[config.mk]
export PLATFORM = sky130hd
export DESIGN_NAME = rx_dispatch
export DESIGN_NICKNAME = d
export VERILOG_FILES = /design/src/verilog/tlp_switch_pkg.sv /design/src/verilog/rx_dispatch.sv
export VERILOG_INCLUDE_DIRS = /design/src /design/src/include
export SDC_FILE = /design/constraint.sdc
export NUM_CORES = 1
export LEC_CHECK = 0
export BUFFER_PORTS_ARGS = -buffer_cell sky130_fd_sc_hd__buf_4
export CORE_MARGIN = 4
export CORE_UTILIZATION = 30
export CTS_BUF_LIST = sky130_fd_sc_hd__clkbuf_16
export DETAILED_ROUTE_END_ITERATION = 12
export GPL_TIMING_DRIVEN = 0
export PLACE_DENSITY = 0.59
export SLEW_MARGIN = 20
export SYNTH_ARGS = -nofsm -noshare
export SYNTH_HDL_FRONTEND = slang
export SYNTH_SLANG_ARGS = --single-unit
[constraint.sdc]
create_clock -name clk_125 -period 3.7 [get_ports clk_125]
set_input_delay 0 -clock clk_125 [delete_from_list [all_inputs] [get_ports clk_125]]
set_output_delay 0 -clock clk_125 [all_outputs]
set_load 0.05 [all_outputs]
[src/include/tlp_switch_defines.svh]
// stream widths, queue count, queue depth and counter width for the TLP switch
`ifndef TLP_SWITCH_DEFINES_SVH
`define TLP_SWITCH_DEFINES_SVH

// stream data width, same as the core's 16-bit TLP bus
`define TLP_DATA_W 16
// number of store-and-forward queues
`define TLP_NUM_Q 4
// width of the core's BAR hit vector
`define TLP_BAR_W 7
// queue depth in beats, power of two
`define TLP_Q_DEPTH 32
// longest TLP admitted, in beats
`define TLP_MAX_BEATS 8
// width of the TLP counters
`define TLP_CNT_W 16

// derived widths
`define TLP_QIDX_W ($clog2(`TLP_NUM_Q))
`define TLP_FREE_W ($clog2(`TLP_Q_DEPTH + 1))

`endif

[src/verilog/tlp_switch_pkg.sv]
// package with the TLP stream beat types
`include "tlp_switch_defines.svh"

package tlp_switch_pkg;

	// one beat of a TLP stream
	typedef struct packed {
		logic valid;
		logic sop;
		logic eop;
		logic [`TLP_DATA_W-1:0] data;
	} tlp_beat_t;

	// receive beat from the core, bar_hit only meaningful with sop
	typedef struct packed {
		tlp_beat_t beat;
		logic [`TLP_BAR_W-1:0] bar_hit;
	} rx_beat_t;

endpackage

[src/verilog/rx_dispatch.sv]
// module rx_dispatch: BAR hit routing, queue admission, rx and drop counters
`include "tlp_switch_defines.svh"

module rx_dispatch (
	input  logic                       clk_125,
	input  logic                       rstn,
	input  tlp_switch_pkg::rx_beat_t   rx_i,
	input  logic [`TLP_FREE_W-1:0]     free_i [`TLP_NUM_Q],
	output tlp_switch_pkg::tlp_beat_t  wr_beat_o [`TLP_NUM_Q],
	output logic [`TLP_CNT_W-1:0]      rx_cnt_o,
	output logic [`TLP_CNT_W-1:0]      drop_cnt_o
);
	import tlp_switch_pkg::*;

	localparam int QW = `TLP_QIDX_W;
	localparam int FW = `TLP_FREE_W;

	tlp_beat_t beat;
	logic [`TLP_NUM_Q-1:0] q_hits;
	logic [QW-1:0] sop_q;
	logic sop_admit;
	logic in_pkt;
	logic cur_admit;
	logic [QW-1:0] cur_q;
	logic [QW-1:0] wr_q;
	logic wr_en;
	logic [`TLP_NUM_Q-1:0] wr_vld;
	logic wr_sop;
	logic wr_eop;
	logic [`TLP_DATA_W-1:0] wr_data;

	assign beat = rx_i.beat;
	assign q_hits = rx_i.bar_hit[`TLP_NUM_Q-1:0];

	// lowest hit bar wins
	always_comb begin
		sop_q = '0;
		for (int i = `TLP_NUM_Q - 1; i >= 0; i--) begin
			if (q_hits[i])
				sop_q = QW'(i);
		end
	end

	// a beat still in the write register is not yet counted by the queue
	assign sop_admit = (|q_hits) &&
		(free_i[sop_q] >= FW'(`TLP_MAX_BEATS) + FW'(wr_vld[sop_q]));

	assign wr_en = beat.valid && (beat.sop ? sop_admit : (in_pkt && cur_admit));
	assign wr_q = beat.sop ? sop_q : cur_q;

	// decision taken at sop, held until eop
	always_ff @(posedge clk_125 or negedge rstn) begin
		if (!rstn) begin
			in_pkt <= 1'b0;
			cur_admit <= 1'b0;
			cur_q <= '0;
			rx_cnt_o <= '0;
			drop_cnt_o <= '0;
		end else if (beat.valid) begin
			if (beat.sop) begin
				cur_q <= sop_q;
				cur_admit <= sop_admit;
				rx_cnt_o <= rx_cnt_o + 1'b1;
				if (!sop_admit)
					drop_cnt_o <= drop_cnt_o + 1'b1;
			end
			in_pkt <= !beat.eop;
		end
	end

	// write strobe per queue
	always_ff @(posedge clk_125 or negedge rstn) begin
		if (!rstn)
			wr_vld <= '0;
		else
			wr_vld <= wr_en ? (`TLP_NUM_Q'(1) << wr_q) : '0;
	end

	// beat payload, shared by all queues
	always_ff @(posedge clk_125) begin
		wr_sop <= beat.sop;
		wr_eop <= beat.eop;
		wr_data <= beat.data;
	end

	always_comb begin
		for (int i = 0; i < `TLP_NUM_Q; i++) begin
			wr_beat_o[i].valid = wr_vld[i];
			wr_beat_o[i].sop = wr_sop;
			wr_beat_o[i].eop = wr_eop;
			wr_beat_o[i].data = wr_data;
		end
	end

	// body beats only between a sop and its eop
	a_rx_in_pkt : assert property (@(posedge clk_125) disable iff (!rstn)
		beat.valid && !beat.sop |-> in_pkt)
		else $error("rx beat without sop outside a TLP");

endmodule

==> results by group, run 1 <==
Layout
  • Ratio of cells with drive above 1 in the final layout: 0.5653
  • Inserted Diodes: 0
  • Layout net count: 494
  • Layout Cells excl Fill: 573
  • Fin area: 0.004692 mm^2
  • P&R area growth vs syn: 64.55%

Setup path
  • Critical-path maximum fanout: 10
  • Slowest cell on the critical path: mux4_1
  • Worst Setup EP: drop_cnt_o[9]
  • Worst endpoint data arrival time: 3.09 ns
  • R2R cell count: 9
  • Nature of the critical path endpoint: flop
  • Worst setup SP type: input pin
  • CP top delay family: simple AND/OR/NAND/NOR gates
  • WP buf/inv: 3
  • Reg2Reg Capture Point: drop_cnt_o[9]
  • WP data required: 3.90 ns
  • Cell Chain, Critical Path: buf_4 -> nor3_1 -> mux4_1 -> inv_1 -> ha_1 -> or4b_4 -> a211oi_2 -> o211ai_2 -> o211ai_4 -> buf_12 -> nand4_2 -> xnor2_1
  • Reg2reg start: wr_vld[3]
  • CP peak stage delay: 0.64 ns
  • Worst Setup Path Type: input pin to flop
  • Reg-to-reg slack, setup: 0.87 ns
  • CP Depth: 12
  • Critical path origin: rx_i[0]

Route
  • DR vias: 2401
  • DRC viols: 0
  • Drt via density: 4.190
  • Initial DRT Pass Iterations: 4
  • Post-Route WL: 7307 um
  • WL per Instance: 12.75 um
  • Final ANT Viol Nets: 0
  • Iteration-0 DRC count of the detailed router: 53

Yosys
  • Synth Area in Adders: 0.01316
  • Yosys reg bits: 58
  • Sequential cell area fraction in the yosys report: 0.4774
  • Syn avg cell area: 11.32 um^2
  • Simple-gate share of the synthesized area: 0.1738
  • FFs w/ async S/R, synth: 0.6897
  • Synth area leaders: dfrtp_1 35%, buf_4 15%, dfxtp_1 13%
  • Largest family of logic cells by synthesized area: simple AND/OR/NAND/NOR gates
  • Synth Area in Compound Gates: 0.04914
  • Most common cell in the netlist: buf_4
  • Number of synthesized flops with an enable pin: 0
  • Warning count from the yosys run: 0
  • Yosys top cell by area: dfrtp_1
  • Distinct cells, synth: 48
  • Mapped cell area: 0.002851 mm^2
  • Syn nets: 307
  • Synth Flop Type: dfrtp_1
  • Post-Syn Instances: 252
  • Xor and xnor area share after synthesis: 0.09215
  • Top-area cell type share of the netlist area: 0.3510
  • Commonest cells post-synth: 56 x buf_4, 40 x dfrtp_1, 26 x xnor2_1
  • Mux cell area share after synthesis: 0.02808

Clocking
  • Clock Latency Late Sink: 0.32 ns
  • Post-CTS setup buffers: 0
  • CTS tree: yes
  • Root Buffer: clkbuf_16
  • Clock transition at the registers of the reported paths: 0.05 ns
  • Clock sink count: 58
  • CTS Buffer Depth: 2
  • H-Tree Depth: 3
  • CTS Buf Count: 9

Timing
  • Slew headroom: 0.6119
  • Skew final: 0.005329 ns
  • Post-route minimum period: 2.888 ns
  • Final Setup Violations: 0
  • FMAX: 346.3 MHz
  • RSZ-0062 raised after global routing: false
  • Worst Tran Pin Value: 0.5777 ns
  • Setup TNS: 0 ns
  • Final period util: 0.7806
  • Worst hold slack: 0.04606 ns
  • Slew Limit Fails: 0
  • Hold Fails Final Rpt: 0

Floorplan
  • Core ar.: 0.009240 mm^2
  • Die Wd: 105.5 um
  • Die H: 105.5 um
  • I/O pins: 160
  • Row Count: 35
  • Die ar.: 0.01113 mm^2
  • Initial Util: 0.3086

Worst hold path
  • Hold crit path type: input pin to flop

Power and ir drop
  • VDD IR max: 0.4391 mV
  • Leakage power: 2.367 nW
  • Power per Cell Area: 493.7 mW/mm^2

Run status
  • Outcome: completed

Place
  • Inst Count DP: 537
  • Gpl congestion: 0.7020
  • Post-DP Area: 0.004184 mm^2
  • Post-DP HPWL: 5647 um
  • Buffers on Ports: 156

Global route
  • Initial antenna violation count: 0
  • Gr busiest metal: met2
  • Met2 usage: 0.2309
  • Largest net degree at the start of global routing: 41
  • Vias in the first global route: 2404
  • First-pass GRT wire length: 12030 um
  • Grt total ovfl: 0
  • Met1 Use GR: 0.1551
  • Global routing usage on met3: 0.04470
  • Total GRT Usage: 0.1333

Job
  • Max Cap Violations: 0
==> report_power, final <==
part           switching, mW  leakage [nW]  internal (mW)
combinational          0.458          1.53          0.264
clock                  0.289         0.146          0.533
sequential            0.0741         0.689          0.698
total                  0.821          2.37           1.50
==> tightest hold or removal path: stages <==
cell     delay (ns)
buf_4          0.10
nor2_1         0.05
o21ai_0        0.08
o21ai_0        0.09
==> through the flow <==
stage / utilization / worst slack, ns / total power, mW
global route: 0.5078 / 0.5868 / 2.434
global placement: 0.4528 / 0.4453 / 1.491
floorplan: - / 0.8050 / 1.252
detailed placement: 0.4528 / 0.4470 / 1.497
CTS: 0.5078 / 0.7848 / 2.350
finish: 0.5078 / 0.8119 / 2.317
==> cells by family (layout without fill, tap and decap cells) <==
| family | count (synthesis) | count (layout) |
|---|---|---|
| mux | 5 | 5 |
| compound gates | 15 | 15 |
| xor+xnor | 30 | 30 |
| buf+inv | 63 | 255 |
| flops | 58 | 58 |
| simple gates | 78 | 78 |
| fa+ha+maj | 3 | 3 |
==> worst min path at each step <==
stage | from | cells after the start | end | slack, ns
2_1_floorplan | rstn | 0 | cur_admit | -0.30
3_3_place_gp | rstn | 1 | drop_cnt_o[9] | 0.02
3_5_place_dp | rstn | 1 | drop_cnt_o[9] | 0.02
4_1_cts | rx_i[1] | 4 | cur_q[1] | 0.04
5_1_grt | rx_i[1] | 4 | cur_q[1] | 0.07
6_report | rx_i[1] | 4 | cur_q[1] | 0.05
==> layer usage <==
metal  wire length (um)  vias to the layer above
met1               2964                     1107
met5                  0                        -
met2               3672                       97
met4                 59                        0
met3                611                        8
li1                   -                     1189
==> registers in the layout, indices dropped and copies added, names as in the netlist <==
register / flops
cur_q: 2
rx_cnt_o: 16
cur_admit: 1
wr_sop: 1
wr_eop: 1
in_pkt: 1
wr_vld: 4
drop_cnt_o: 16
wr_data: 16
==> cell usage in the layout, fill, tap and decap left out, drive strengths merged, types with 2 or more instances in the layout <==
cell type,instances
nor2b,2
mux4,2
ha,3
nand4b,2
o21ai,4
nor2,9
and2,4
nand4,6
dlygate4sd3,20
nand2,15
nor4,2
and3,12
nand3b,2
nor3,2
o211ai,3
clkbuf,12
a21oi,2
dfrtp,40
clkinvlp,2
dfxtp,18
xor2,4
and4,2
mux2i,2
clkinv,2
inv,5
nand3,16
buf,214
xnor2,26
==> what timing repair did <==
item                      4_1_cts  5_1_grt
resized for setup               0        0
hold endpoints to repair       59        0
hold buffers                   20        0
==> layout make-up <==
class                           instances  area, um^2
Multi-Input combinational cell        131        1016
Buffer                                 59       459.2
Clock buffer                           11       275.3
Fill cell                             854        4548
Tap cell                              129       161.4
Inverter                                4       15.01
Sequential cell                        58        1361
Clock inverter                          5       32.53
Timing Repair Buffer                  176        1371
(Power assumes the default switching activity.)
==> run 2: changes to the inputs <==
PLACE_DENSITY = 0.61   (was 0.59)
clock period = 2.45 ns   (was 3.7 ns; I/O delays follow)
==> results by group, run 2 (synthesized netlist as in run 1, its figures left out) <==
Setup path
  • Critical-path maximum fanout: 4
  • Reg2reg start: wr_vld[3]
  • WP data required: 2.65 ns
  • Worst endpoint data arrival time: 2.94 ns
  • Worst setup SP type: flop
  • Worst Setup Path Type: flop to flop
  • R2R cell count: 9
  • Reg2Reg Capture Point: drop_cnt_o[10]
  • Reg-to-reg slack, setup: -0.29 ns
  • Nature of the critical path endpoint: flop

Power and ir drop
  • Leakage power: 2.366 nW
  • VDD IR max: 0.6077 mV
  • Power per Cell Area: 716.6 mW/mm^2

Layout
  • Largest regs: drop_cnt_o (16), rx_cnt_o (16), wr_data (16)
  • P&R area growth vs syn: 65.42%
  • Layout net count: 497
  • Fillers: 838
  • Inserted Diodes: 0
  • Area of the multi-input gates: 0.001064 mm^2
  • Fin area: 0.004717 mm^2
  • Utilization after layout: 0.5105
  • Sequential Area: 0.001366 mm^2
  • Commonest cells after routing, fill and taps aside: 214 x buf_4, 36 x dfrtp_1, 26 x xnor2_1
  • Ratio of cells with drive above 1 in the final layout: 0.5839
  • Commonest non-fill, non-tap cell in the layout: buf_4

Floorplan
  • I/O pins: 160
  • Row Count: 35
  • Die ar.: 0.01113 mm^2
  • Die H: 105.5 um
  • Initial Util: 0.3086
  • Core ar.: 0.009240 mm^2
  • Die Wd: 105.5 um

Job
  • Max Cap Violations: 0

Run status
  • Outcome: complete, but fails checks
  • Failing checks: negative setup slack

Global route
  • First-pass GRT wire length: 11780 um
  • Grt total ovfl: 0
  • Total GRT Usage: 0.1303
  • Initial antenna violation count: 0
  • Vias in the first global route: 2344
  • Largest net degree at the start of global routing: 41

Route
  • Iteration-0 DRC count of the detailed router: 37
  • Initial DRT Pass Iterations: 4
  • WL per Instance: 12.88 um
  • DR vias: 2422
  • Post-Route WL: 7421 um
  • Final ANT Viol Nets: 0
  • Drt via density: 4.205
  • DRC viols: 0

Timing
  • Final Setup Violations: 21
  • Worst Tran Pin Value: 0.5064 ns
  • Slew headroom: 0.6624
  • Final period util: 1.118
  • Hold Fails Final Rpt: 0
  • Post-route minimum period: 2.739 ns
  • Slew Limit Fails: 0
  • FMAX: 365.1 MHz
  • Final worst setup slack: -0.2886 ns
  • RSZ-0062 raised after global routing: true
  • Skew final: 0.005740 ns

Clocking
  • Clock transition at the registers of the reported paths: 0.06 ns
  • CTS tree: yes
  • H-Tree Depth: 3
  • CTS Buffer Depth: 2
  • Root Buffer: clkbuf_16
  • Clock sink count: 58
  • Clock Latency Late Sink: 0.32 ns
  • CTS Buf Count: 9

Place
  • Post-DP Area: 0.004207 mm^2
  • Post-DP HPWL: 5572 um
  • Gpl congestion: 0.7711
  • Buffers on Ports: 156

Worst hold path
  • HP Start: rx_i[1]
  • Hold endpoint: cur_q[1]
  • Min-Delay Path Depth: 4
  • Hold crit path type: input pin to flop
[run 2: per-stage QoR]
step	setup slack (ns)	power (mW)	instances	setup TNS, ns	hold slack (ns)
CTS	-0.3223	3.413	575	-5.610	0.04537
global placement	-0.5993	2.252	537	-10.88	0.01526
global route	-0.3977	3.537	576	-6.933	0.08297
floorplan	-0.2800	1.895	252	-4.407	-0.2956
finish	-0.2886	3.380	576	-5.227	0.04861
detailed placement	-0.6044	2.261	537	-11.08	0.01381
[run 2: layer usage]
metal	wire [um]	track usage	vias to the layer above
met5	0	0	-
met4	91	0.04718	0
met3	544	0.03368	8
met2	3843	0.2286	96
met1	2942	0.1532	1125
li1	-	-	1193
[run 2: final cells by class]
| type | instances | share of cell area |
|---|---|---|
| timing repair buffer | 178 | 0.2939 |
| sequential | 58 | 0.2897 |
| multi-input combinational | 132 | 0.2255 |
| buffer | 59 | 0.09735 |
| clock buffer | 9 | 0.04775 |
| tap | 129 | 0.03422 |
| clock inverter | 7 | 0.008488 |
| inverter | 4 | 0.003183 |
[run 2: worst max-delay path: stages (launching register included)]
cell      delay, ns
dfrtp_2        0.40
mux4_2         0.51
ha_4           0.24
or4b_4         0.49
a211oi_4       0.24
o211ai_2       0.16
o211ai_4       0.17
buf_4          0.18
nand3b_1       0.09
xnor2_1        0.14
[run 2: what timing repair did]
item	CTS	global route
setup endpoints to repair	21	21
gates resized for setup	1	2
hold buffers	20	0
hold endpoints to repair	59	0
pin swaps	6	1
cloned	1	0
setup buffers	1	1
[run 2: worst max path at each step]
stage / startpoint / to / cells after the start
finish: wr_vld[3] / drop_cnt_o[10] / 9
detailed placement: rx_i[1] / drop_cnt_o[9] / 12
global route: wr_vld[3] / drop_cnt_o[9] / 9
floorplan: wr_vld[3] / drop_cnt_o[9] / 9
global placement: rx_i[1] / drop_cnt_o[9] / 12
CTS: wr_vld[3] / drop_cnt_o[9] / 9
[run 2: where the power goes]
part           internal, mW  switching, mW
sequential             1.06          0.111
combinational         0.415          0.697
clock                 0.671          0.431
total                  2.14           1.24
==> run 3: changes to the inputs <==
MAX_ROUTING_LAYER = met4   (was unset)
PLACE_DENSITY = 0.59   (was 0.61)
SETUP_SLACK_MARGIN = 0.15   (was unset)
clock period = 3.4 ns   (was 2.45 ns; I/O delays follow)
==> results by group, run 3 (synthesized netlist as in run 1, its figures left out) <==
Floorplan
  • I/O pins: 160
  • Initial Util: 0.3086
  • Die ar.: 0.01113 mm^2
  • Row Count: 35
  • Die H: 105.5 um
  • Die Wd: 105.5 um
  • Core ar.: 0.009240 mm^2

Global route
  • First-pass GRT wire length: 12030 um
  • Initial antenna violation count: 0
  • Largest net degree at the start of global routing: 41
  • Total GRT Usage: 0.1373
  • Vias in the first global route: 2397
  • Grt total ovfl: 0

Layout
  • Layout Cells excl Fill: 573
  • Layout net count: 494
  • Commonest non-fill, non-tap cell in the layout: buf_4
  • Commonest cells after routing, fill and taps aside: 212 x buf_4, 40 x dfrtp_1, 26 x xnor2_1
  • Area of the multi-input gates: 0.001016 mm^2
  • Fillers: 854
  • Sequential Area: 0.001361 mm^2
  • Utilization after layout: 0.5078
  • Ratio of cells with drive above 1 in the final layout: 0.5653
  • Largest regs: drop_cnt_o (16), rx_cnt_o (16), wr_data (16)
  • P&R area growth vs syn: 64.55%
  • Inserted Diodes: 0

Route
  • Post-Route WL: 7309 um
  • Routed wl met3: 641 um
  • Final ANT Viol Nets: 0
  • Iteration-0 DRC count of the detailed router: 55
  • DRC viols: 0
  • Metal2 WL: 3595 um
  • Initial DRT Pass Iterations: 4
  • Drt via density: 4.182
  • DR vias: 2396
  • WL per Instance: 12.76 um
  • M1 WL: 2969 um
  • DR top layer: met4

Setup path
  • WP data required: 3.60 ns
  • Nature of the critical path endpoint: flop
  • Reg2Reg Capture Point: drop_cnt_o[9]
  • Worst Setup Path Type: input pin to flop
  • Worst endpoint data arrival time: 3.09 ns
  • Worst setup SP type: input pin
  • Reg-to-reg slack, setup: 0.57 ns
  • Critical-path maximum fanout: 10
  • Reg2reg start: wr_vld[3]
  • R2R cell count: 9

Timing
  • Worst hold slack: 0.04511 ns
  • Setup TNS: 0 ns
  • FMAX: 346.2 MHz
  • Slew headroom: 0.6119
  • Slew Limit Fails: 0
  • Final period util: 0.8495
  • Post-route minimum period: 2.888 ns
  • Hold Fails Final Rpt: 0
  • Worst Tran Pin Value: 0.5777 ns
  • Final Setup Violations: 0
  • Skew final: 0.004408 ns
  • RSZ-0062 raised after global routing: false
  • Final worst setup slack: 0.5117 ns

Worst hold path
  • Hold endpoint: cur_q[1]
  • HP Start: rx_i[1]
  • Min-Delay Path Depth: 4
  • Hold crit path type: input pin to flop

Run status
  • Outcome: completed

Clocking
  • CTS Buffer Depth: 2
  • # hold bufs at CTS: 20
  • Root Buffer: clkbuf_16
  • Clock Latency Late Sink: 0.32 ns
  • H-Tree Depth: 3
  • # resized after CTS: 0
  • Post-CTS setup buffers: 0
  • CTS Buf Count: 9
  • Clock transition at the registers of the reported paths: 0.05 ns
  • Clock sink count: 58
  • CTS tree: yes

Place
  • Post-DP HPWL: 5647 um
  • Inst Count DP: 537
  • Gpl congestion: 0.7098
  • Buffers on Ports: 156
  • Worst slack, placed: 0.1470 ns

Power and ir drop
  • Leakage power: 2.367 nW
  • Power per Cell Area: 537.6 mW/mm^2
  • VDD IR max: 0.4794 mV

Job
  • Max Cap Violations: 0
==> run 3: routing by layer <==
metal,vias up,track usage
li1,1185,-
met1,1099,0.1551
met2,101,0.2313
met3,11,0.04532
met4,0,0.04255
met5,-,-
==> run 3: critical path: stages <==
cell,delay (ns)
buf_4,0.13
nor3_1,0.49
mux4_1,0.64
inv_1,0.07
ha_1,0.24
or4b_4,0.49
a211oi_2,0.27
o211ai_2,0.13
o211ai_4,0.21
buf_12,0.20
nand4_2,0.08
xnor2_1,0.14
==> run 3: how the worst max path moves through the flow <==
stage	start	to	slack, ns	cells past startpoint
6_report	rx_i[0]	drop_cnt_o[9]	0.51	12
5_1_grt	rx_i[0]	drop_cnt_o[9]	0.29	12
4_1_cts	rx_i[0]	drop_cnt_o[9]	0.48	12
3_5_place_dp	rx_i[0]	drop_cnt_o[9]	0.15	12
3_3_place_gp	rx_i[0]	drop_cnt_o[9]	0.15	12
2_1_floorplan	wr_vld[3]	drop_cnt_o[9]	0.50	9
==> run 3: final cells by class <==
cell class	instances	area share
buffer	59	0.09787
sequential	58	0.2901
multi-input combinational	131	0.2165
clock buffer	11	0.05867
timing repair buffer	176	0.2923
clock inverter	5	0.006933
tap	129	0.03440
inverter	4	0.003200
==> run 3: where the power goes <==
group          leakage (nW)  switching (mW)  internal, mW
Sequential            0.689          0.0799         0.760
Combinational          1.53           0.499         0.288
Clock                 0.146           0.316         0.580
==> run 3: per-stage QoR <==
step                total power, mW  cell area (um^2)
detailed placement            1.630              4184
global route                  2.649              4692
CTS                           2.557              4692
floorplan                     1.362              2851
finish                        2.523              4692
global placement              1.622              4184
