==> config.mk <==
export PLATFORM = sky130hd
export DESIGN_NAME = tlp_queue
export DESIGN_NICKNAME = d
export VERILOG_FILES = /design/src/verilog/tlp_switch_pkg.sv /design/src/verilog/tlp_queue.sv
export VERILOG_INCLUDE_DIRS = /design/src /design/src/include
export SDC_FILE = /design/constraint.sdc
export NUM_CORES = 1
export LEC_CHECK = 0
export BUFFER_PORTS_ARGS = -buffer_cell sky130_fd_sc_hd__clkbuf_2
export CAP_MARGIN = 0
export CORE_MARGIN = 4
export CORE_UTILIZATION = 35
export DETAILED_ROUTE_END_ITERATION = 12
export PLACE_DENSITY = 0.55
export SYNTH_ARGS = -nofsm -noshare
export SYNTH_HDL_FRONTEND = slang
export SYNTH_SLANG_ARGS = --single-unit
==> constraint.sdc <==
create_clock -name clk_125 -period 4.9 [get_ports clk_125]
set_input_delay 0.98 -clock clk_125 [delete_from_list [all_inputs] [get_ports clk_125]]
set_output_delay 0.98 -clock clk_125 [all_outputs]
set_load 0.05 [all_outputs]
==> src/include/tlp_switch_defines.svh <==
// stream widths, queue count, queue depth and counter width for the TLP switch
`ifndef TLP_SWITCH_DEFINES_SVH
`define TLP_SWITCH_DEFINES_SVH

// stream data width, same as the core's 16-bit TLP bus
`define TLP_DATA_W 16
// number of store-and-forward queues
`define TLP_NUM_Q 4
// width of the core's BAR hit vector
`define TLP_BAR_W 7
// queue depth in beats, power of two
`define TLP_Q_DEPTH 32
// longest TLP admitted, in beats
`define TLP_MAX_BEATS 8
// width of the TLP counters
`define TLP_CNT_W 16

// derived widths
`define TLP_QIDX_W ($clog2(`TLP_NUM_Q))
`define TLP_FREE_W ($clog2(`TLP_Q_DEPTH + 1))

`endif

==> src/verilog/tlp_switch_pkg.sv <==
// package with the TLP stream beat types
`include "tlp_switch_defines.svh"

package tlp_switch_pkg;

	// one beat of a TLP stream
	typedef struct packed {
		logic valid;
		logic sop;
		logic eop;
		logic [`TLP_DATA_W-1:0] data;
	} tlp_beat_t;

	// receive beat from the core, bar_hit only meaningful with sop
	typedef struct packed {
		tlp_beat_t beat;
		logic [`TLP_BAR_W-1:0] bar_hit;
	} rx_beat_t;

endpackage

==> src/verilog/tlp_queue.sv <==
// module tlp_queue: store-and-forward TLP buffer with complete packet count
`include "tlp_switch_defines.svh"

module tlp_queue (
	input  logic                       clk_125,
	input  logic                       rstn,
	input  tlp_switch_pkg::tlp_beat_t  wr_beat_i,
	input  logic                       rd_en_i,
	output tlp_switch_pkg::tlp_beat_t  head_o,
	output logic                       pkt_avail_o,
	output logic [`TLP_FREE_W-1:0]     free_o
);
	import tlp_switch_pkg::*;

	localparam int AW = $clog2(`TLP_Q_DEPTH);
	localparam int FW = `TLP_FREE_W;

	// sop, eop and data of each stored beat
	logic [`TLP_DATA_W+1:0] mem [`TLP_Q_DEPTH];
	logic [AW-1:0] wr_ptr;
	logic [AW-1:0] rd_ptr;
	logic [FW-1:0] occ;
	logic [FW-1:0] pkt_cnt;
	logic wr_en;
	logic wr_eop;
	logic rd_eop;

	assign wr_en = wr_beat_i.valid;
	assign wr_eop = wr_en && wr_beat_i.eop;
	assign rd_eop = rd_en_i && head_o.eop;

	always_ff @(posedge clk_125) begin
		if (wr_en)
			mem[wr_ptr] <= {wr_beat_i.sop, wr_beat_i.eop, wr_beat_i.data};
	end

	always_ff @(posedge clk_125 or negedge rstn) begin
		if (!rstn) begin
			wr_ptr <= '0;
			rd_ptr <= '0;
			occ <= '0;
			pkt_cnt <= '0;
		end else begin
			if (wr_en)
				wr_ptr <= wr_ptr + 1'b1;
			if (rd_en_i)
				rd_ptr <= rd_ptr + 1'b1;
			occ <= occ + FW'(wr_en) - FW'(rd_en_i);
			// whole packets, counted on eop in and eop out
			pkt_cnt <= pkt_cnt + FW'(wr_eop) - FW'(rd_eop);
		end
	end

	// head beat, valid while anything is stored
	always_comb begin
		head_o.valid = (occ != '0);
		{head_o.sop, head_o.eop, head_o.data} = mem[rd_ptr];
	end

	assign pkt_avail_o = (pkt_cnt != '0);
	assign free_o = FW'(`TLP_Q_DEPTH) - occ;

	// the dispatcher admits only what fits
	a_no_wr_full : assert property (@(posedge clk_125) disable iff (!rstn)
		wr_en |-> occ != FW'(`TLP_Q_DEPTH))
		else $error("queue write while full");

	// the arbiter pops only stored beats
	a_no_rd_empty : assert property (@(posedge clk_125) disable iff (!rstn)
		rd_en_i |-> occ != '0)
		else $error("queue pop while empty");

endmodule

==> run_summary.xml, run 1 <==
<?xml version="1.0" encoding="UTF-8"?>
<metrics>
  <group name="outcome">
    <metric name="result_of_the_run" unit="">complete, no violations</metric>
  </group>
  <group name="critical_path">
    <metric name="critical_path.endpoint_type" unit="">output pin</metric>
    <metric name="critical_path_arrival" unit="ns">3.47</metric>
    <metric name="number_of_buffer_and_inverter_stages_on_the_critical_path" unit="">2</metric>
    <metric name="crit_chain" unit="">buf_4, mux2i_1, a22o_1, a21oi_1, a22oi_1, o221ai_1, clkbuf_2</metric>
    <metric name="worstSetupPathType" unit="">flip-flop to output pin</metric>
    <metric name="crit_family" unit="">compound AO/OA/AOI/OAI gates</metric>
    <metric name="crit_slowest_cell" unit="">sky130_fd_sc_hd__dfrtp_4</metric>
    <metric name="crit_fanout" unit="">44</metric>
    <metric name="worst_setup_path_start_kind" unit="">flip-flop</metric>
    <metric name="worst_ep_required_time" unit="ns">3.92</metric>
    <metric name="timing.critical_path.slowest_cell_delay" unit="ns">0.97</metric>
  </group>
  <group name="synth">
    <metric name="synth_edf_count" unit="">576</metric>
    <metric name="synth.yosys.warnings" unit="">0</metric>
    <metric name="distinct_cell_type_count_of_the_synthesized_netlist" unit="">38</metric>
    <metric name="synthCells" unit="">1197</metric>
    <metric name="synthesis.area" unit="um2">23580</metric>
    <metric name="post_synth.cell_area_avg" unit="um2">19.70</metric>
    <metric name="syn_nets" unit="">1245</metric>
    <metric name="synth_seq_area_share" unit="%">75.68</metric>
    <metric name="dominantRegCellSynth" unit="">sky130_fd_sc_hd__edfxtp_1</metric>
    <metric name="flip_flop_and_latch_count_after_synthesis" unit="">598</metric>
    <metric name="postSynth.asyncResetShare" unit="%">3.679</metric>
  </group>
  <group name="timing">
    <metric name="timing_max_transition_violations_final" unit="">0</metric>
    <metric name="max_slew.worst_pin.slew" unit="ns">1.005</metric>
    <metric name="slew-limit-headroom" unit="%">32.83</metric>
    <metric name="finalWorstPathRequiredPeriod" unit="ns">4.446</metric>
    <metric name="achievable-frequency" unit="GHz">0.2249</metric>
    <metric name="period_share" unit="%">90.74</metric>
    <metric name="clock_skew" unit="ns">0.02887</metric>
    <metric name="unrepaired_setup_endpoints_after_global_routing" unit="">no</metric>
    <metric name="final_hold_violation_count" unit="">0</metric>
    <metric name="fin_tns_setup" unit="ns">0</metric>
    <metric name="whs" unit="ns">0.3799</metric>
    <metric name="finalSetupViolations" unit="">0</metric>
  </group>
  <group name="drt">
    <metric name="vias" unit="">11460</metric>
    <metric name="detail_route_antenna_nets" unit="">0</metric>
    <metric name="dr.first_iter.drc_count" unit="">841</metric>
    <metric name="detailedRoute.firstPassIterationCount" unit="">5</metric>
    <metric name="route.detailed.drc" unit="">0</metric>
    <metric name="finalWirelength" unit="um">54570</metric>
    <metric name="route.detailed.vias_per_inst" unit="">5.196</metric>
    <metric name="detail_route.wl_per_cell" unit="um">24.75</metric>
  </group>
  <group name="power_and_ir_drop">
    <metric name="seqPwrFrac" unit="%">38.7</metric>
    <metric name="total_power" unit="W">0.01626</metric>
    <metric name="intPower" unit="W">0.01052</metric>
    <metric name="power.density_cell_area" unit="nW/um2">602.7</metric>
    <metric name="power.leakage" unit="nW">9.112</metric>
    <metric name="share_comb_of_total_power" unit="%">34.4</metric>
    <metric name="netSwitchingFraction" unit="%">35.27</metric>
    <metric name="peakVddDrop" unit="mV">0.5363</metric>
    <metric name="power.share.clock" unit="%">26.9</metric>
    <metric name="switchingPower" unit="W">0.005734</metric>
  </group>
  <group name="floorplanning">
    <metric name="floorplan.die_area" unit="um2">71590</metric>
    <metric name="die_width" unit="um">267.6</metric>
    <metric name="floorplan.initialDensity" unit="%">35.61</metric>
    <metric name="die_y" unit="um">267.6</metric>
    <metric name="ioPinCount" unit="">48</metric>
    <metric name="floorplan.core_area" unit="um2">66220</metric>
    <metric name="rows" unit="">94</metric>
  </group>
  <group name="cells_and_area">
    <metric name="fill_cells" unit="">5868</metric>
    <metric name="final_net_count" unit="">1336</metric>
    <metric name="layout-area-overhead-vs-synth" unit="%">14.39</metric>
    <metric name="commonest_non_fill_non_tap_cell_in_the_layout" unit="">sky130_fd_sc_hd__edfxtp_1</metric>
    <metric name="layout.cells.most_common_list" unit="">sky130_fd_sc_hd__edfxtp_1 (576), sky130_fd_sc_hd__mux2i_1 (186), sky130_fd_sc_hd__mux4_2 (70)</metric>
    <metric name="layout_utilization" unit="%">40.74</metric>
    <metric name="multiInputGateArea" unit="um2">5443</metric>
    <metric name="drive_above_1_share" unit="%">21.28</metric>
    <metric name="seqCellArea" unit="um2">17860</metric>
    <metric name="finalInstanceArea" unit="um2">26980</metric>
  </group>
  <group name="worst_hold_path">
    <metric name="holdCritPathClass" unit="">input pin to asynchronous set/reset pin</metric>
  </group>
  <group name="global_route">
    <metric name="grt_max_degree" unit="">73</metric>
    <metric name="grt_usage" unit="%">15.32</metric>
    <metric name="antenna_violations_before_repair" unit="">4</metric>
    <metric name="globalRoute.totalOverflow" unit="">0</metric>
    <metric name="number_of_global_route_vias_before_repair" unit="">11860</metric>
    <metric name="grt_first_pass_wirelength" unit="um">80480</metric>
  </group>
  <group name="place">
    <metric name="gp_routability_congestion" unit="">0.7262</metric>
    <metric name="dpl.hpwl" unit="um">30540</metric>
    <metric name="placedInstanceArea" unit="um2">25110</metric>
    <metric name="port_buffers" unit="">47</metric>
  </group>
  <group name="clock_tree">
    <metric name="clock-root-buffer" unit="">sky130_fd_sc_hd__clkbuf_16</metric>
    <metric name="clock_latency" unit="ns">0.64</metric>
    <metric name="post_cts_hold_buffer_count" unit="">0</metric>
    <metric name="cts_sinks" unit="">598</metric>
    <metric name="tritoncts.num_buffers" unit="">59</metric>
    <metric name="cts-resized-gates" unit="">0</metric>
    <metric name="postCtsSetupRepairBufs" unit="">0</metric>
    <metric name="cts.htree.levels" unit="">2</metric>
    <metric name="clock_buffer_depth" unit="">3</metric>
    <metric name="cts_tree" unit="">built</metric>
    <metric name="clk_pin_slew" unit="ns">0.06</metric>
  </group>
  <group name="flow_run">
    <metric name="maxCapViolations" unit="">0</metric>
  </group>
</metrics>
## path summary, 6_finish.rpt
| check | slack, ns | endpoint | depth (start not counted) | start |
|---|---|---|---|---|
| worst max-delay path | 0.45 | head_o[15] | 7 | rd_ptr[1] |
| worst min register to register | 0.52 | pkt_cnt[0] | 1 | pkt_cnt[0] |
| min in group clk_125 | 0.52 | pkt_cnt[0] | 1 | pkt_cnt[0] |
| worst max register to register | 1.09 | pkt_cnt[5] | 13 | rd_ptr[1] |
| worst min-delay path | 0.38 | occ[5] | 1 | rstn |
| max in group asynchronous | 4.05 | rd_ptr[0] | 1 | rstn |
## routing by layer
layer  GRT usage [%]  vias up  part of all wire, %
met1           22.01     6121                   47
met4           3.920        0                  1.9
li1                -     5059                    -
met5               0        -                    0
met2           24.78      210                   47
met3           2.205       68                  3.9
## synthesized netlist by cell type, types with 2 or more instances
cell type | n | area, um2
sky130_fd_sc_hd__clkbuf_1 | 24 | 90.09
sky130_fd_sc_hd__dfrtp_1 | 22 | 550.5
sky130_fd_sc_hd__nand2_1 | 13 | 48.80
sky130_fd_sc_hd__mux4_2 | 70 | 1577
sky130_fd_sc_hd__edfxtp_1 | 576 | 17300
sky130_fd_sc_hd__xnor2_1 | 12 | 105.1
sky130_fd_sc_hd__o21ai_0 | 3 | 15.01
sky130_fd_sc_hd__nand3b_1 | 2 | 15.01
sky130_fd_sc_hd__or3b_2 | 2 | 17.52
sky130_fd_sc_hd__a22oi_1 | 19 | 142.6
sky130_fd_sc_hd__nand4_1 | 3 | 18.77
sky130_fd_sc_hd__xor2_1 | 7 | 61.31
sky130_fd_sc_hd__nor2b_1 | 4 | 25.02
sky130_fd_sc_hd__nand3_1 | 3 | 15.01
sky130_fd_sc_hd__o221ai_1 | 17 | 148.9
sky130_fd_sc_hd__a221oi_1 | 18 | 157.7
sky130_fd_sc_hd__nor2_1 | 37 | 138.9
sky130_fd_sc_hd__o21bai_1 | 4 | 30.03
sky130_fd_sc_hd__inv_1 | 21 | 78.83
sky130_fd_sc_hd__or2_2 | 2 | 12.51
sky130_fd_sc_hd__mux2i_1 | 186 | 1862
sky130_fd_sc_hd__buf_4 | 15 | 112.6
sky130_fd_sc_hd__fa_1 | 2 | 40.04
sky130_fd_sc_hd__ha_1 | 24 | 300.3
sky130_fd_sc_hd__a21oi_1 | 41 | 205.2
sky130_fd_sc_hd__a22o_1 | 35 | 306.5
sky130_fd_sc_hd__buf_2 | 24 | 120.1
## metrics by stage
step / setup WS (ns) / instances
CTS: 0.3415 / 2203
finish: 0.4538 / 2205
global route: 0.2836 / 2203
floorplan: 1.446 / 1197
global placement: 1.049 / 2091
detailed placement: 1.037 / 2091
## flip-flops by register name, summed over array words and instances (netlist names)
| signal | count |
|---|---|
| mem | 576 |
| occ | 6 |
| pkt_cnt | 6 |
| rd_ptr | 5 |
| wr_ptr | 5 |
## logic make-up after synthesis
family,count (synthesis),synth area share [%]
AOI/OAI and AO/OA,141,4.430
xor gates and xnor gates,19,0.7057
adders and majority gates,26,1.443
buffers and inverters,86,1.767
DFF,598,75.68
muxes,257,14.63
and+or+nand+nor,70,1.342
## power by group through the flow
stage | logic [W] | clock network [W] | registers [W]
5_1_grt | 0.00602 | 0.00468 | 0.00634
4_1_cts | 0.00569 | 0.00446 | 0.00630
2_1_floorplan | 0.00415 | 0 | 0.00620
3_5_place_dp | 0.00567 | 0 | 0.00640
6_report | 0.00560 | 0.00437 | 0.00629
3_3_place_gp | 0.00565 | 0 | 0.00639
## area by class of cell
class / count / share of cell area, %
tap: 864 / 4.007
inverter: 21 / 0.2922
clock inverter: 26 / 1.025
sequential: 598 / 66.20
antenna: 2 / 0.01855
timing repair buffer: 95 / 2.393
multi-input combinational: 513 / 20.18
clock buffer: 86 / 5.886
Power figures use the tool's default switching activity.
==> run 2: changes to the inputs <==
--- a/config.mk
+++ b/config.mk
@@ -10,6 +10,7 @@
 export CAP_MARGIN = 0
 export CORE_MARGIN = 4
 export CORE_UTILIZATION = 35
+export CTS_BUF_LIST = sky130_fd_sc_hd__clkbuf_16
 export DETAILED_ROUTE_END_ITERATION = 12
 export PLACE_DENSITY = 0.55
 export SYNTH_ARGS = -nofsm -noshare
==> run 2 against run 1 <==
Effect of this change: sequential power about the same; register-to-register slack hardly changed; worst hold slack better by 0.00067 ns; final cell count unchanged; highest routed layer unchanged; critical path type unchanged; clock skew decreased by 0.0015 ns; critical path depth unchanged; clock-buffer cell count shrank 27; critical endpoint unchanged; maximum frequency is 0.15% higher; wire length about the same.
==> run_summary.xml, run 2 (synthesis results as in run 1) <==
<?xml version="1.0" encoding="UTF-8"?>
<metrics>
  <group name="clock_tree">
    <metric name="clock_latency" unit="ns">0.64</metric>
    <metric name="clock-root-buffer" unit="">sky130_fd_sc_hd__clkbuf_16</metric>
    <metric name="cts.htree.levels" unit="">2</metric>
    <metric name="clock_buffer_depth" unit="">3</metric>
    <metric name="cts_tree" unit="">built</metric>
    <metric name="cts_sinks" unit="">598</metric>
    <metric name="postCtsSetupRepairBufs" unit="">0</metric>
    <metric name="clk_pin_slew" unit="ns">0.06</metric>
    <metric name="post_cts_hold_buffer_count" unit="">0</metric>
    <metric name="tritoncts.num_buffers" unit="">59</metric>
    <metric name="cts-resized-gates" unit="">0</metric>
  </group>
  <group name="timing">
    <metric name="max_slew.worst_pin.slew" unit="ns">0.9984</metric>
    <metric name="achievable-frequency" unit="GHz">0.2252</metric>
    <metric name="final_hold_violation_count" unit="">0</metric>
    <metric name="timing_max_transition_violations_final" unit="">0</metric>
    <metric name="period_share" unit="%">90.60</metric>
    <metric name="finalWorstPathRequiredPeriod" unit="ns">4.440</metric>
    <metric name="clock_skew" unit="ns">0.02740</metric>
    <metric name="finalSetupViolations" unit="">0</metric>
    <metric name="slew-limit-headroom" unit="%">33.28</metric>
    <metric name="unrepaired_setup_endpoints_after_global_routing" unit="">no</metric>
    <metric name="fin_tns_setup" unit="ns">0</metric>
  </group>
  <group name="cells_and_area">
    <metric name="seqCellArea" unit="um2">17860</metric>
    <metric name="layoutNonFillerInstCount" unit="">2205</metric>
    <metric name="commonest_non_fill_non_tap_cell_in_the_layout" unit="">sky130_fd_sc_hd__edfxtp_1</metric>
    <metric name="fill_cells" unit="">5869</metric>
    <metric name="layout-area-overhead-vs-synth" unit="%">14.35</metric>
    <metric name="largest_register_ff_count" unit="">576</metric>
    <metric name="final_net_count" unit="">1336</metric>
    <metric name="layout.cells.most_common_list" unit="">sky130_fd_sc_hd__edfxtp_1 (576), sky130_fd_sc_hd__mux2i_1 (186), sky130_fd_sc_hd__mux4_2 (70)</metric>
    <metric name="max_flop_register" unit="">mem</metric>
    <metric name="multiInputGateArea" unit="um2">5443</metric>
    <metric name="drive_above_1_share" unit="%">21.21</metric>
    <metric name="layout_top_registers" unit="">mem: 576 flops, occ: 6 flops, pkt_cnt: 6 flops</metric>
  </group>
  <group name="global_route">
    <metric name="grt_first_pass_wirelength" unit="um">80500</metric>
    <metric name="globalRoute.totalOverflow" unit="">0</metric>
    <metric name="grt_max_degree" unit="">73</metric>
    <metric name="antenna_violations_before_repair" unit="">4</metric>
    <metric name="number_of_global_route_vias_before_repair" unit="">11870</metric>
    <metric name="grt_usage" unit="%">15.33</metric>
  </group>
  <group name="floorplanning">
    <metric name="ioPinCount" unit="">48</metric>
    <metric name="die_y" unit="um">267.6</metric>
    <metric name="floorplan.core_area" unit="um2">66220</metric>
    <metric name="floorplan.die_area" unit="um2">71590</metric>
    <metric name="die_width" unit="um">267.6</metric>
    <metric name="floorplan.initialDensity" unit="%">35.61</metric>
    <metric name="rows" unit="">94</metric>
  </group>
  <group name="critical_path">
    <metric name="timing.critical_path.slowest_cell_delay" unit="ns">0.97</metric>
    <metric name="worst_setup_path_start_kind" unit="">flip-flop</metric>
    <metric name="worstSetupPathType" unit="">flip-flop to output pin</metric>
    <metric name="worst_ep_required_time" unit="ns">3.92</metric>
    <metric name="crit_chain" unit="">buf_4, mux2i_1, a22o_1, a21oi_1, a22oi_1, o221ai_1, clkbuf_2</metric>
    <metric name="crit_fanout" unit="">44</metric>
    <metric name="crit_slowest_cell" unit="">sky130_fd_sc_hd__dfrtp_4</metric>
    <metric name="number_of_buffer_and_inverter_stages_on_the_critical_path" unit="">2</metric>
    <metric name="critical_path.endpoint_type" unit="">output pin</metric>
    <metric name="critical_path_arrival" unit="ns">3.46</metric>
    <metric name="crit_family" unit="">compound AO/OA/AOI/OAI gates</metric>
  </group>
  <group name="drt">
    <metric name="finalWirelength" unit="um">54540</metric>
    <metric name="detail_route_antenna_nets" unit="">0</metric>
    <metric name="dr.first_iter.drc_count" unit="">824</metric>
    <metric name="detailedRoute.firstPassIterationCount" unit="">5</metric>
    <metric name="routed-wl-met2" unit="um">25800</metric>
    <metric name="route.detailed.drc" unit="">0</metric>
    <metric name="detail_route.wl_per_cell" unit="um">24.74</metric>
    <metric name="maxUsedRoutingLayer" unit="">met4</metric>
    <metric name="route.detailed.vias_per_inst" unit="">5.208</metric>
    <metric name="wirelength_met1" unit="um">25200</metric>
    <metric name="met3_wirelength" unit="um">2464</metric>
    <metric name="vias" unit="">11480</metric>
  </group>
  <group name="place">
    <metric name="dpl.hpwl" unit="um">30540</metric>
    <metric name="gp_routability_congestion" unit="">0.7262</metric>
    <metric name="place.detailed.instances" unit="">2091</metric>
    <metric name="port_buffers" unit="">47</metric>
  </group>
  <group name="worst_hold_path">
    <metric name="holdCritPathClass" unit="">input pin to asynchronous set/reset pin</metric>
  </group>
  <group name="power_and_ir_drop">
    <metric name="power.density_cell_area" unit="nW/um2">600.4</metric>
    <metric name="peakVddDrop" unit="mV">0.5363</metric>
    <metric name="power.leakage" unit="nW">9.215</metric>
  </group>
  <group name="outcome">
    <metric name="result_of_the_run" unit="">complete, no violations</metric>
  </group>
  <group name="flow_run">
    <metric name="maxCapViolations" unit="">0</metric>
  </group>
</metrics>
run 2: changes by cell type in the layout (fill, tap and decap cells not counted):
cell	delta
sky130_fd_sc_hd__clkbuf_8	-1
sky130_fd_sc_hd__clkbuf_1	-26
sky130_fd_sc_hd__inv_1	+26
sky130_fd_sc_hd__clkinv_1	+1
run 2: path summary, 6_finish.rpt:
path	start	to	slack [ns]	depth (start not counted)
min	rstn	occ[5]	0.38	1
min in group clk_125	pkt_cnt[0]	pkt_cnt[0]	0.52	1
max reg2reg	rd_ptr[1]	pkt_cnt[5]	1.09	13
max in group asynchronous	rstn	rd_ptr[0]	4.05	1
min reg2reg	pkt_cnt[0]	pkt_cnt[0]	0.52	1
max	rd_ptr[1]	head_o[15]	0.46	7
run 2: cell type report:
| cell class | instances | area share [%] |
|---|---|---|
| inverter | 21 | 0.2923 |
| antenna | 2 | 0.01856 |
| clock buffer | 59 | 5.475 |
| tap | 864 | 4.009 |
| sequential | 598 | 66.23 |
| timing repair buffer | 95 | 2.394 |
| clock inverter | 53 | 1.401 |
| multi-input combinational | 513 | 20.18 |
run 2: per-layer routing:
| layer | global-route usage (%) | vias to the layer above |
|---|---|---|
| met2 | 24.78 | 248 |
| li1 | - | 5059 |
| met1 | 22.01 | 6109 |
| met3 | 2.205 | 68 |
| met4 | 3.920 | 0 |
| met5 | 0 | - |
run 2: through the flow:
step	power [W]	hold WS (ns)	utilization (%)	setup slack [ns]	cell area, um2
2_1_floorplan	0.01035	0.4794	-	1.446	23580
3_3_place_gp	0.01204	0.5079	37.92	1.049	25110
3_5_place_dp	0.01208	0.5063	37.92	1.037	25110
4_1_cts	0.01639	0.3759	40.72	0.3415	26960
5_1_grt	0.01697	0.4199	40.72	0.2836	26960
6_report	0.01619	0.3806	40.72	0.4604	26970
run 2: power breakdown:
part	switching, W	internal (W)
combinational	0.00356	0.00204
clock	0.00190	0.00240
sequential	0.000286	0.00601
